$ cat src/logic/vga_consts.svh
`ifndef VGA_CONSTS_SVH
`define VGA_CONSTS_SVH

// default raster is 640x480 at 60 Hz on a 25 MHz pixel clock
// horizontal, in pixel clocks
// sync width
`define VGA_HA 96
// back porch
`define VGA_HB 48
// visible pixels
`define VGA_HC 640
// front porch
`define VGA_HD 16

// vertical, in lines
// sync width
`define VGA_VA 2
// back porch
`define VGA_VB 33
// visible lines
`define VGA_VC 480
// front porch
`define VGA_VD 10

// pixel fifo entries, power of two and at least 2
`define VGA_FIFO_DEPTH 8

// luma weights for rgb565 fields, result scaled by 256
// roughly 0.183 r8, 0.614 g8 and 0.062 b8, plus 16 offset
`define VGA_LUMA_R 375
`define VGA_LUMA_G 629
`define VGA_LUMA_B 127
`define VGA_LUMA_OFS 4096

`endif

$ cat src/logic/vga_pkg.sv
`default_nettype none

package vga_pkg;

	// rgb565 pixel with red in the top bits
	typedef struct packed
	{
		// red in 5 bits
		logic [4:0] r;
		// green in 6 bits
		logic [5:0] g;
		// blue in 5 bits
		logic [4:0] b;
	} rgb565_s;

	// one pixel word seen two ways
	// chan for per-channel math and raw for the plain 16-bit word
	typedef union packed
	{
		rgb565_s chan;
		logic [15:0] raw;
	} pixel_u;

	// timing generator to formatter aligned with fifo read data
	typedef struct packed
	{
		// column and line inside the visible window
		logic active;
		// frame is in luma-only mode
		logic gray;
	} scan_ctl_s;

endpackage

`default_nettype wire

$ cat src/logic/pixel_fifo.sv
`timescale 1ns/100ps
`default_nettype none
`include "vga_consts.svh"

module pixel_fifo #(
	parameter int DEPTH = `VGA_FIFO_DEPTH
) (
	input wire logic pi_clk,
	input wire logic pi_rst_n,
	input wire logic wr_req,
	input wire vga_pkg::pixel_u wr_data,
	output logic wr_ack,
	input wire logic rd_req,
	output vga_pkg::pixel_u rd_data,
	output logic underflow
);

	// index width, pointers carry one extra wrap bit
	localparam int AW = $clog2(DEPTH);

	vga_pkg::pixel_u mem [DEPTH];
	logic [AW:0] wr_ptr;
	logic [AW:0] rd_ptr;
	logic [AW:0] fill;
	logic full;
	logic empty;
	logic do_write;
	logic do_read;

	assign fill = wr_ptr - rd_ptr;
	assign full = (fill == (AW + 1)'(DEPTH));
	assign empty = (fill == '0);

	// accept only from idle, ack low means no word taken yet
	assign do_write = wr_req && !wr_ack && !full;
	// pop only when something is stored
	assign do_read = rd_req && !empty;

	// four-phase write state held in the ack flop
	// low is idle, high is acked and waiting for req to drop
	always_ff @(posedge pi_clk or negedge pi_rst_n)
	begin
		if (!pi_rst_n)
			wr_ack <= 1'b0;
		else if (do_write)
			wr_ack <= 1'b1;
		else if (wr_ack && !wr_req)
			wr_ack <= 1'b0;
	end

	// pointers and sticky underflow
	always_ff @(posedge pi_clk or negedge pi_rst_n)
	begin
		if (!pi_rst_n)
		begin
			wr_ptr <= '0;
			rd_ptr <= '0;
			underflow <= 1'b0;
		end
		else
		begin
			if (do_write)
				wr_ptr <= wr_ptr + (AW + 1)'(1);
			if (do_read)
				rd_ptr <= rd_ptr + (AW + 1)'(1);
			// stays set until reset
			if (rd_req && empty)
				underflow <= 1'b1;
		end
	end

	// storage
	always_ff @(posedge pi_clk)
	begin
		if (do_write)
			mem[wr_ptr[AW-1:0]] <= wr_data;
	end

	// registered read, zero word when popped empty
	always_ff @(posedge pi_clk)
	begin
		if (rd_req)
			rd_data <= empty ? '0 : mem[rd_ptr[AW-1:0]];
	end

endmodule

`default_nettype wire

$ cat src/logic/pixel_format.sv
`timescale 1ns/100ps
`default_nettype none
`include "vga_consts.svh"

module pixel_format (
	input wire logic pi_clk,
	input wire logic pi_rst_n,
	input wire vga_pkg::pixel_u pix,
	input wire vga_pkg::scan_ctl_s scan_ctl,
	output vga_pkg::pixel_u rgb
);

	// luma weights at word width
	localparam logic [15:0] K_R = 16'(`VGA_LUMA_R);
	localparam logic [15:0] K_G = 16'(`VGA_LUMA_G);
	localparam logic [15:0] K_B = 16'(`VGA_LUMA_B);
	localparam logic [15:0] K_OFS = 16'(`VGA_LUMA_OFS);

	// luma scaled by 256, peak 59285 fits in 16 bits
	logic [15:0] luma;
	// top five luma bits, shared by all channels
	logic [4:0] y5;
	vga_pkg::pixel_u gray_px;

	// luma stage, one cycle ahead of the output register
	always_ff @(posedge pi_clk)
	begin
		luma <= K_R * {11'd0, pix.chan.r}
			+ K_G * {10'd0, pix.chan.g}
			+ K_B * {11'd0, pix.chan.b}
			+ K_OFS;
	end

	assign y5 = luma[15:11];

	// gray pixel, green gets a zero low bit for its 6-bit field
	always_comb
	begin
		gray_px.chan.r = y5;
		gray_px.chan.g = {y5, 1'b0};
		gray_px.chan.b = y5;
	end

	// output register
	// blank forces zero, gray uses the luma stage, color passes the raw word
	always_ff @(posedge pi_clk or negedge pi_rst_n)
	begin
		if (!pi_rst_n)
			rgb <= '0;
		else if (!scan_ctl.active)
			rgb <= '0;
		else if (scan_ctl.gray)
			rgb <= gray_px;
		else
			rgb.raw <= pix.raw;
	end

endmodule

`default_nettype wire

$ cat src/logic/vga_display.sv
`timescale 1ns/100ps
`default_nettype none
`include "vga_consts.svh"

module vga_display #(
	parameter int HA = `VGA_HA,
	parameter int HB = `VGA_HB,
	parameter int HC = `VGA_HC,
	parameter int HD = `VGA_HD,
	parameter int VA = `VGA_VA,
	parameter int VB = `VGA_VB,
	parameter int VC = `VGA_VC,
	parameter int VD = `VGA_VD,
	parameter int FIFO_DEPTH = `VGA_FIFO_DEPTH
) (
	input wire logic pi_clk,
	input wire logic pi_rst_n,
	input wire logic gray_mode,
	input wire logic wr_req,
	input wire vga_pkg::pixel_u wr_data,
	output logic wr_ack,
	output logic hs,
	output logic vs,
	output vga_pkg::pixel_u rgb,
	output logic underflow
);

	// prefetch read from timing to fifo
	logic rd_req;
	// popped pixel, one cycle after rd_req
	vga_pkg::pixel_u rd_data;
	// active and mode, aligned with rd_data
	vga_pkg::scan_ctl_s scan_ctl;

	// raster counters, sync and read scheduling
	vga_timing #(
		.HA(HA),
		.HB(HB),
		.HC(HC),
		.HD(HD),
		.VA(VA),
		.VB(VB),
		.VC(VC),
		.VD(VD)
	) u_timing (
		.pi_clk(pi_clk),
		.pi_rst_n(pi_rst_n),
		.gray_mode(gray_mode),
		.hs(hs),
		.vs(vs),
		.rd_req(rd_req),
		.scan_ctl(scan_ctl)
	);

	// host pixel queue
	pixel_fifo #(
		.DEPTH(FIFO_DEPTH)
	) u_fifo (
		.pi_clk(pi_clk),
		.pi_rst_n(pi_rst_n),
		.wr_req(wr_req),
		.wr_data(wr_data),
		.wr_ack(wr_ack),
		.rd_req(rd_req),
		.rd_data(rd_data),
		.underflow(underflow)
	);

	// color or luma output with blanking
	pixel_format u_format (
		.pi_clk(pi_clk),
		.pi_rst_n(pi_rst_n),
		.pix(rd_data),
		.scan_ctl(scan_ctl),
		.rgb(rgb)
	);

endmodule

`default_nettype wire

$ cat src/logic/vga_timing.sv
`timescale 1ns/100ps
`default_nettype none
`include "vga_consts.svh"

module vga_timing #(
	parameter int HA = `VGA_HA,
	parameter int HB = `VGA_HB,
	parameter int HC = `VGA_HC,
	parameter int HD = `VGA_HD,
	parameter int VA = `VGA_VA,
	parameter int VB = `VGA_VB,
	parameter int VC = `VGA_VC,
	parameter int VD = `VGA_VD
) (
	input wire logic pi_clk,
	input wire logic pi_rst_n,
	input wire logic gray_mode,
	output logic hs,
	output logic vs,
	output logic rd_req,
	output vga_pkg::scan_ctl_s scan_ctl
);

	// full line and frame lengths
	localparam int HE = HA + HB + HC + HD;
	localparam int VE = VA + VB + VC + VD;
	// room for h plus the largest read lead without wrapping
	localparam int HW = $clog2(HE + 4);
	localparam int VW = $clog2(VE + 1);

	localparam logic [HW-1:0] H_LAST = HW'(HE - 1);
	localparam logic [HW-1:0] H_SYNC = HW'(HA);
	localparam logic [HW-1:0] H_ON = HW'(HA + HB);
	localparam logic [HW-1:0] H_OFF = HW'(HA + HB + HC);
	localparam logic [VW-1:0] V_LAST = VW'(VE - 1);
	localparam logic [VW-1:0] V_SYNC = VW'(VA);
	localparam logic [VW-1:0] V_ON = VW'(VA + VB);
	localparam logic [VW-1:0] V_OFF = VW'(VA + VB + VC);

	logic [HW-1:0] h_cnt;
	logic [VW-1:0] v_cnt;
	logic frame_gray;
	// column the next read is fetched for
	logic [HW-1:0] rd_col;
	// column the formatter sees on the next cycle
	logic [HW-1:0] fmt_col;

	// visible window test
	// columns past the line end never count as visible
	function automatic logic in_window(input logic [HW-1:0] hh, input logic [VW-1:0] vv);
		in_window = (hh >= H_ON) && (hh < H_OFF) && (vv >= V_ON) && (vv < V_OFF);
	endfunction

	// gray path carries one extra luma stage, so it reads one cycle sooner
	assign rd_col = h_cnt + (frame_gray ? HW'(3) : HW'(2));
	assign fmt_col = h_cnt + HW'(1);

	// pixel and line counters
	always_ff @(posedge pi_clk or negedge pi_rst_n)
	begin
		if (!pi_rst_n)
		begin
			h_cnt <= '0;
			v_cnt <= '0;
		end
		else if (h_cnt == H_LAST)
		begin
			h_cnt <= '0;
			// line steps only at the end of a line
			v_cnt <= (v_cnt == V_LAST) ? '0 : v_cnt + VW'(1);
		end
		else
		begin
			h_cnt <= h_cnt + HW'(1);
		end
	end

	// registered sync, low during the sync width, idle high
	always_ff @(posedge pi_clk or negedge pi_rst_n)
	begin
		if (!pi_rst_n)
		begin
			hs <= 1'b1;
			vs <= 1'b1;
		end
		else
		begin
			hs <= (h_cnt >= H_SYNC);
			vs <= (v_cnt >= V_SYNC);
		end
	end

	// frame mode sampled once, at the first pixel of the frame
	always_ff @(posedge pi_clk or negedge pi_rst_n)
	begin
		if (!pi_rst_n)
			frame_gray <= 1'b0;
		else if ((h_cnt == '0) && (v_cnt == '0))
			frame_gray <= gray_mode;
	end

	// prefetch read ahead of the window and active flag for the formatter
	// active is looked up one column ahead so it lines up with rd_data
	always_ff @(posedge pi_clk or negedge pi_rst_n)
	begin
		if (!pi_rst_n)
		begin
			rd_req <= 1'b0;
			scan_ctl <= '0;
		end
		else
		begin
			rd_req <= in_window(rd_col, v_cnt);
			scan_ctl.active <= in_window(fmt_col, v_cnt);
			scan_ctl.gray <= frame_gray;
		end
	end

endmodule

`default_nettype wire

$ cat config.mk
export PLATFORM = sky130hd
export DESIGN_NAME = vga_display
export DESIGN_NICKNAME = d
export VERILOG_FILES = /design/src/logic/vga_pkg.sv /design/src/logic/pixel_fifo.sv /design/src/logic/pixel_format.sv /design/src/logic/vga_display.sv /design/src/logic/vga_timing.sv
export VERILOG_INCLUDE_DIRS = /design/src /design/src/logic
export SDC_FILE = /design/constraint.sdc
export NUM_CORES = 1
export LEC_CHECK = 0
export BUFFER_PORTS_ARGS = -buffer_cell sky130_fd_sc_hd__buf_2
export CAP_MARGIN = 20
export CELL_PAD_IN_SITES_DETAIL_PLACEMENT = 1
export CELL_PAD_IN_SITES_GLOBAL_PLACEMENT = 1
export CORE_ASPECT_RATIO = 0.75
export CORE_MARGIN = 10
export CORE_UTILIZATION = 34
export CTS_BUF_LIST = sky130_fd_sc_hd__clkbuf_4 sky130_fd_sc_hd__clkbuf_8 sky130_fd_sc_hd__clkbuf_16
export CTS_CLUSTER_SIZE = 12
export DETAILED_ROUTE_END_ITERATION = 16
export GPL_ROUTABILITY_DRIVEN = 0
export GPL_TIMING_DRIVEN = 0
export PLACE_DENSITY_LB_ADDON = 0.1
export SETUP_SLACK_MARGIN = 0.02
export SLEW_MARGIN = 20
export SYNTH_ARGS = -nofsm -noshare
export SYNTH_HDL_FRONTEND = slang
export SYNTH_SLANG_ARGS = --single-unit
$ cat constraint.sdc
create_clock -name pi_clk -period 10.36 [get_ports pi_clk]
set_input_delay 0.518 -clock pi_clk [delete_from_list [all_inputs] [get_ports pi_clk]]
set_output_delay 0.518 -clock pi_clk [all_outputs]
set_load 0.01 [all_outputs]
== Yosys cells after proc, flatten, opt, wreduce, memory -nomap -nowiden ==
Memory sizes are Yosys's and may differ from the RTL's. A register that Yosys moved wholly into a read port is not among the register bits.
Index checks and enable logic that the tools add are counted.
W data, S select, Z words.
Cells by class
  reductions and logical operators: 20
  shift operators: 0
  eq/ne operators: 3
  multipliers: 3
  order comparisons: 8
  add/sub/neg operators: 9
  divide/modulo/power cells: 0
  mux-type cells: 9
  bitwise logic cells: 0
Operators with widths (count)
  $mux W16: 2
  $lt A10 B10 Y1 const B: 3
  $add A10 B1 Y10 const B: 2
  $eq A10 B10 Y1 const B: 2
  $ge A10 B8 Y1 const B: 2
  $logic_not A10 Y1: 2
  $mux W10: 2
  $add A14 B16 Y16: 1
  $add A16 B12 Y16: 1
  $add A16 B13 Y16 const B: 1
  $mul A10 B6 Y16 const A: 1
  $mul A9 B5 Y14 const A: 1
  $logic_and A1 B1 Y1: 12
  $mul A7 B5 Y12 const A: 1
  $add A10 B10 Y10: 1
  $ge A10 B2 Y1 const B: 1
  $ge A10 B6 Y1 const B: 1
  $ge A10 B7 Y1 const B: 1
  $add A4 B1 Y4 const B: 2
  $mux W1: 5
  $eq A4 B4 Y1 const B: 1
  $logic_not A1 Y1: 4
  $logic_not A4 Y1: 1
  $sub A4 B4 Y4: 1
  $reduce_bool A2 Y1: 1
Storage, ports and cells
  latch bits: 0
  bits in writable memories: 128
  logic and storage cells: 67
  memories: 1
  ROM bits: 0
  register bits: 68
  output and inout bits: 20
  input bits: 20
Memories
  u_fifo.mem: depth 8, bits a word 16, rd ports 1, clocked after memory_dff 1, wr ports 1, RTL line pixel_fifo.sv:21  | vga_pkg::pixel_u mem [DEPTH];

== Depth between registers and ports, before layout ==
  depth after elaboration: 6
  mapped depth: 20
  depth with buffers taken out: 20

== Cells and area by module ==
From an unflattened synthesis, not the netlist that was laid out.
Unflattened totals
  cell total of the unflattened synthesis: 849
  area total of the unflattened synthesis: 11289.6 µm²
By module, submodules not included
  pixel_fifo: cells an instance 307, seq. area each 4574.4 µm², area each 6017.0 µm², instances 1
  pixel_format: cells an instance 372, seq. area each 500.5 µm², area each 3677.3 µm², instances 1
  vga_timing: cells an instance 170, seq. area each 653.1 µm², area each 1595.3 µm², instances 1

== Least setup slack after synthesis ==
OpenSTA, ideal clock, no wires.
  path kind: flip-flop to flip-flop
  from: register u_fifo.rd_data[3] (netlist name) (read register of u_fifo.mem)
  to: register u_format.luma[13]
  buffers on the path: 0
  path slack: 5.368 ns
  stages on the path, launching flop included: 18
  setup time: 0.072 ns
  required time: 10.288 ns
  arrival: 4.920 ns
  period minus slack after synthesis: 4.992 ns
  path through: edfxtp_1 inv_1 fa_1 xnor2_1 xnor2_1 fa_1 fa_1 fa_1 inv_1 fa_1 inv_1 ha_1 a21oi_1 nand2_1 o211ai_1 nand3b_1 a31oi_1 xnor2_1
Between the ends
  longest elaborated chain between the ends: 3
Ends and longest elaborated chain
  start, declared: RTL line pixel_fifo.sv:14  | output vga_pkg::pixel_u rd_data,
  $mul A7 B5 Y12: RTL line pixel_format.sv:30  | + K_B * {11'd0, pix.chan.b}
  $add A16 B12 Y16: RTL line pixel_format.sv:30
  $add A16 B13 Y16: RTL line pixel_format.sv:31  | + K_OFS;
  end signal, assigned: RTL line pixel_format.sv:28  | luma <= K_R * {11'd0, pix.chan.r}
  end, declared: RTL line pixel_format.sv:20  | logic [15:0] luma;
No other way between the ends.
A chain may end at the register's enable or synchronous reset.

== Worst setup path in the final report ==
  from: register u_fifo.rd_data[3] (netlist name) (read register of u_fifo.mem)
  to: register u_format.luma[15]
The elaborated chain is that of the path after synthesis.

==> summary.txt <==
Routing
  – Met3 WL: 1.23 mm
  – Via density: ~4.9
  – Met1 wire length: around 13 mm
  – Routed WL per cell: around 20 um
  – Residual DRC: 0
  – DR WL met2: 11.5 mm
  – Highest Signal Layer: met4
  – Via count: 6355
  – Routed WL: 26.2 mm
  – Drt first pass iters: 4
  – Initial DRC count: around 320
  – Final ANT Viol Nets: 0

Cells and area
  – Post-layout nets: 1040
  – Area Overhead vs Synth: 14.6%
  – Multi-input logic area: 4660 um^2
  – Finished Layout Cells: 1303
  – Sequential cell area: 5730 um^2
  – Share of layout cells above drive strength 1: 16.1%
  – Finished Cell Area: 12500 um^2
  – Fill count: around 3300

Floorplan
  – Area of the core: roughly 31000 um^2
  – Die width: 227 um
  – DIE AREA: 39700 um^2
  – Starting Density: 34.7%
  – Placement Rows: 56
  – I/O Pins: 40
  – Die height: 175 um

Global route
  – Gr ovfl total: 0
  – GRT Util Overall: 13.8%
  – Pin count of the biggest net entering global routing: 53
  – Initial antenna violation count: 0
  – Vias in the first global route: 7089
  – Global-route wire length before repair: 41.8 mm

Logic synthesis
  – Post-synth top area share: between 30% and 40%
  – Seq/Total Area, Yosys: 52.5%
  – Count leader, synth: edfxtp_1
  – Synth cell types: 54
  – Yosys warns: 0
  – Synthesized cell area: 10900 um^2
  – Syn Area/Cell: 13.6 um^2
  – Synthesized instance count: 803
  – Syn Nets: between 900 and 1000
  – List of most frequent post-synthesis cells: edfxtp_1, inv_1, ha_1
  – Asr flop ratio synth: 25.9%
  – Ys flop type: edfxtp_1
  – Synthesized flop and latch total: 201
  – EDFF count, synth: 144
  – Biggest area consumer among synthesized cells: edfxtp_1
  – Top post-synthesis cells by area: edfxtp_1, dfrtp_1, fa_1, ha_1, mux4_2

Timing
  – Slew HR: 32.7%
  – Setup_tns: 0 ps
  – Tcrit/Tclk final: 57.0%
  – Minimum clock period after layout: roughly 6000 ps
  – Actual slew at the worst max-slew pin: 1010 ps
  – RSZ-0062 raised after global routing: no
  – Worst Skew: 27.6 ps
  – Count of final setup violators: 0
  – Final hold viol count: 0
  – Fin. max-slew vios: 0
  – Fmax: approximately 170 MHz

Critical path
  – R2R Path Start: u_fifo.rd_data[3]
  – Crit Path Max Fanout: 5
  – Type of origin of the critical path: flip-flop
  – CP endpoint kind: flip-flop
  – Crit path kind: flip-flop to flip-flop
  – CP Launch Point: u_fifo.rd_data[3]
  – Data required time of the critical path: 10780 ps
  – Worst EP arrival: about 6300 ps

Clock network
  – Hold_buf cts: 0
  – H-tree depth: 1
  – Root Driver: clkbuf_16
  – CTS Buffer Depth: 3
  – CTS tree: built
  – Clock Pin Slew Worst Setup and Hold Paths: 60 ps
  – Clk sink count: 201
  – CTS Buf Count: 23
  – Post-CTS Repair Setup Buffers: 0
  – Worst-skew pair later-pin latency: ~530 ps
  – CTS resizes: 0

Run
  – Total of max-cap violations: 0

Place
  – DP HPWL: 20.0 mm
  – Placed cell count: 1261
  – Port bufs: 39
  – Post-DP Area: between 10000 and 15000 um^2

Status
  – Status: finished, final reports clean

Power and ir drop
  – Power per cell area: 153 nW/um^2
  – Worst IR Drop VDD: 0.135 mV
  – Leakage: 5.25 nW

Worst hold path
  – HP Class: input pin to asynchronous set/reset pin
stage by stage:
stage          hold slack [ps]  worst slack [ps]  power (mW)  util (%)
2_1_floorplan              222              5370        1.04         -
3_3_place_gp               448              3800        1.10      36.9
3_5_place_dp               446              4470        1.13      37.3
4_1_cts                   57.6              4430        1.95      39.7
5_1_grt                   83.8              4100        2.00      39.7
6_report                  21.8              4450        1.92      39.7
worst max-delay path, cell delays in order, from the launching register on:
cell	delay [ps]
edfxtp_1	520
inv_1	150
fa_1	530
xnor2_1	520
xnor2_1	200
fa_1	480
fa_1	540
fa_1	540
inv_1	50
fa_1	530
inv_1	40
ha_1	320
a21oi_1	150
nand2_1	80
o211ai_1	440
nand3b_1	290
o311ai_0	400
registers in the layout (all words and copies together) (netlist names):
name                 cells
u_fifo.mem             128
u_timing.scan_ctl        2
u_timing.frame_gray      1
u_fifo.rd_data          16
u_fifo.rd_ptr            4
u_fifo.wr_ack            1
u_format.luma            5
u_fifo.wr_ptr            4
u_timing.h_cnt          10
u_timing.vs              1
u_timing.rd_req          1
u_timing.v_cnt          10
u_fifo.underflow         1
u_format.rgb            16
u_timing.hs              1
kinds of logic (layout without fill, tap and decap cells):
logic type / Yosys count / in the layout / synth area share, %
DFF: 201 / 201 / 52.5
AOI/OAI and AO/OA: 73 / 73 / 4.15
buffers and inverters: 145 / 238 / 5.06
muxes: 36 / 36 / 7.01
other: 0 / 1 / 0
xor gates and xnor gates: 42 / 42 / 3.37
and+or+nand+nor: 164 / 164 / 7.55
adders and majority gates: 142 / 142 / 20.3
path summary, 6_finish.rpt:
check / end / slack [ps] / depth (start not counted)
hold / removal: u_timing.h_cnt[1] / 20 / 1
setup reg to reg: u_format.luma[15] / 4450 / 16
setup / recovery: u_format.luma[15] / 4450 / 16
max in group asynchronous: u_format.rgb[6] / 9820 / 1
min in group pi_clk: u_timing.frame_gray / 240 / 2
hold reg to reg: u_timing.scan_ctl[0] / 450 / 0
final cells by class:
| type | count | area share, % |
|---|---|---|
| clock buffers | 30 | 5.08 |
| well taps | 406 | 4.07 |
| flip-flops and latches | 201 | 45.9 |
| multi-input cells | 457 | 37.3 |
| clock inverters | 11 | 0.861 |
| plain buffers | 24 | 0.781 |
| repair buffers | 52 | 2.42 |
| diodes | 1 | 0.0200 |
| inverters | 121 | 3.64 |
layout by cell type (no fill, tap or decap), types with 4 or more instances in the layout:
| cell | count |
|---|---|
| o21ai_0 | 20 |
| a21oi_1 | 27 |
| clkbuf_4 | 6 |
| buf_4 | 13 |
| nand3_1 | 9 |
| a21o_1 | 8 |
| nor3_1 | 7 |
| nand2_1 | 59 |
| nor2_1 | 23 |
| dfrtp_1 | 50 |
| and3_1 | 4 |
| clkbuf_16 | 23 |
| clkinv_1 | 5 |
| fa_1 | 59 |
| nand2b_1 | 5 |
| mux4_2 | 32 |
| nand4_1 | 10 |
| edfxtp_1 | 144 |
| inv_1 | 120 |
| xor2_1 | 20 |
| nor4_1 | 5 |
| buf_2 | 44 |
| clkbuf_1 | 17 |
| nor3_2 | 4 |
| nor2b_1 | 4 |
| dfxtp_1 | 5 |
| and2_1 | 16 |
| xnor2_1 | 22 |
| ha_1 | 81 |
power by group:
group | internal (mW) | leakage [nW] | switching (mW)
logic | 0.0580 | 2.84 | 0.107
registers | 0.920 | 2.03 | 0.0205
clock network | 0.481 | 0.374 | 0.329
layer usage:
layer,up-vias,global-route usage [%]
met5,-,0
met4,0,2.79
met3,32,2.48
met2,92,21.2
met1,3283,19.8
li1,2948,-
Power figures use the tool's default switching activity.
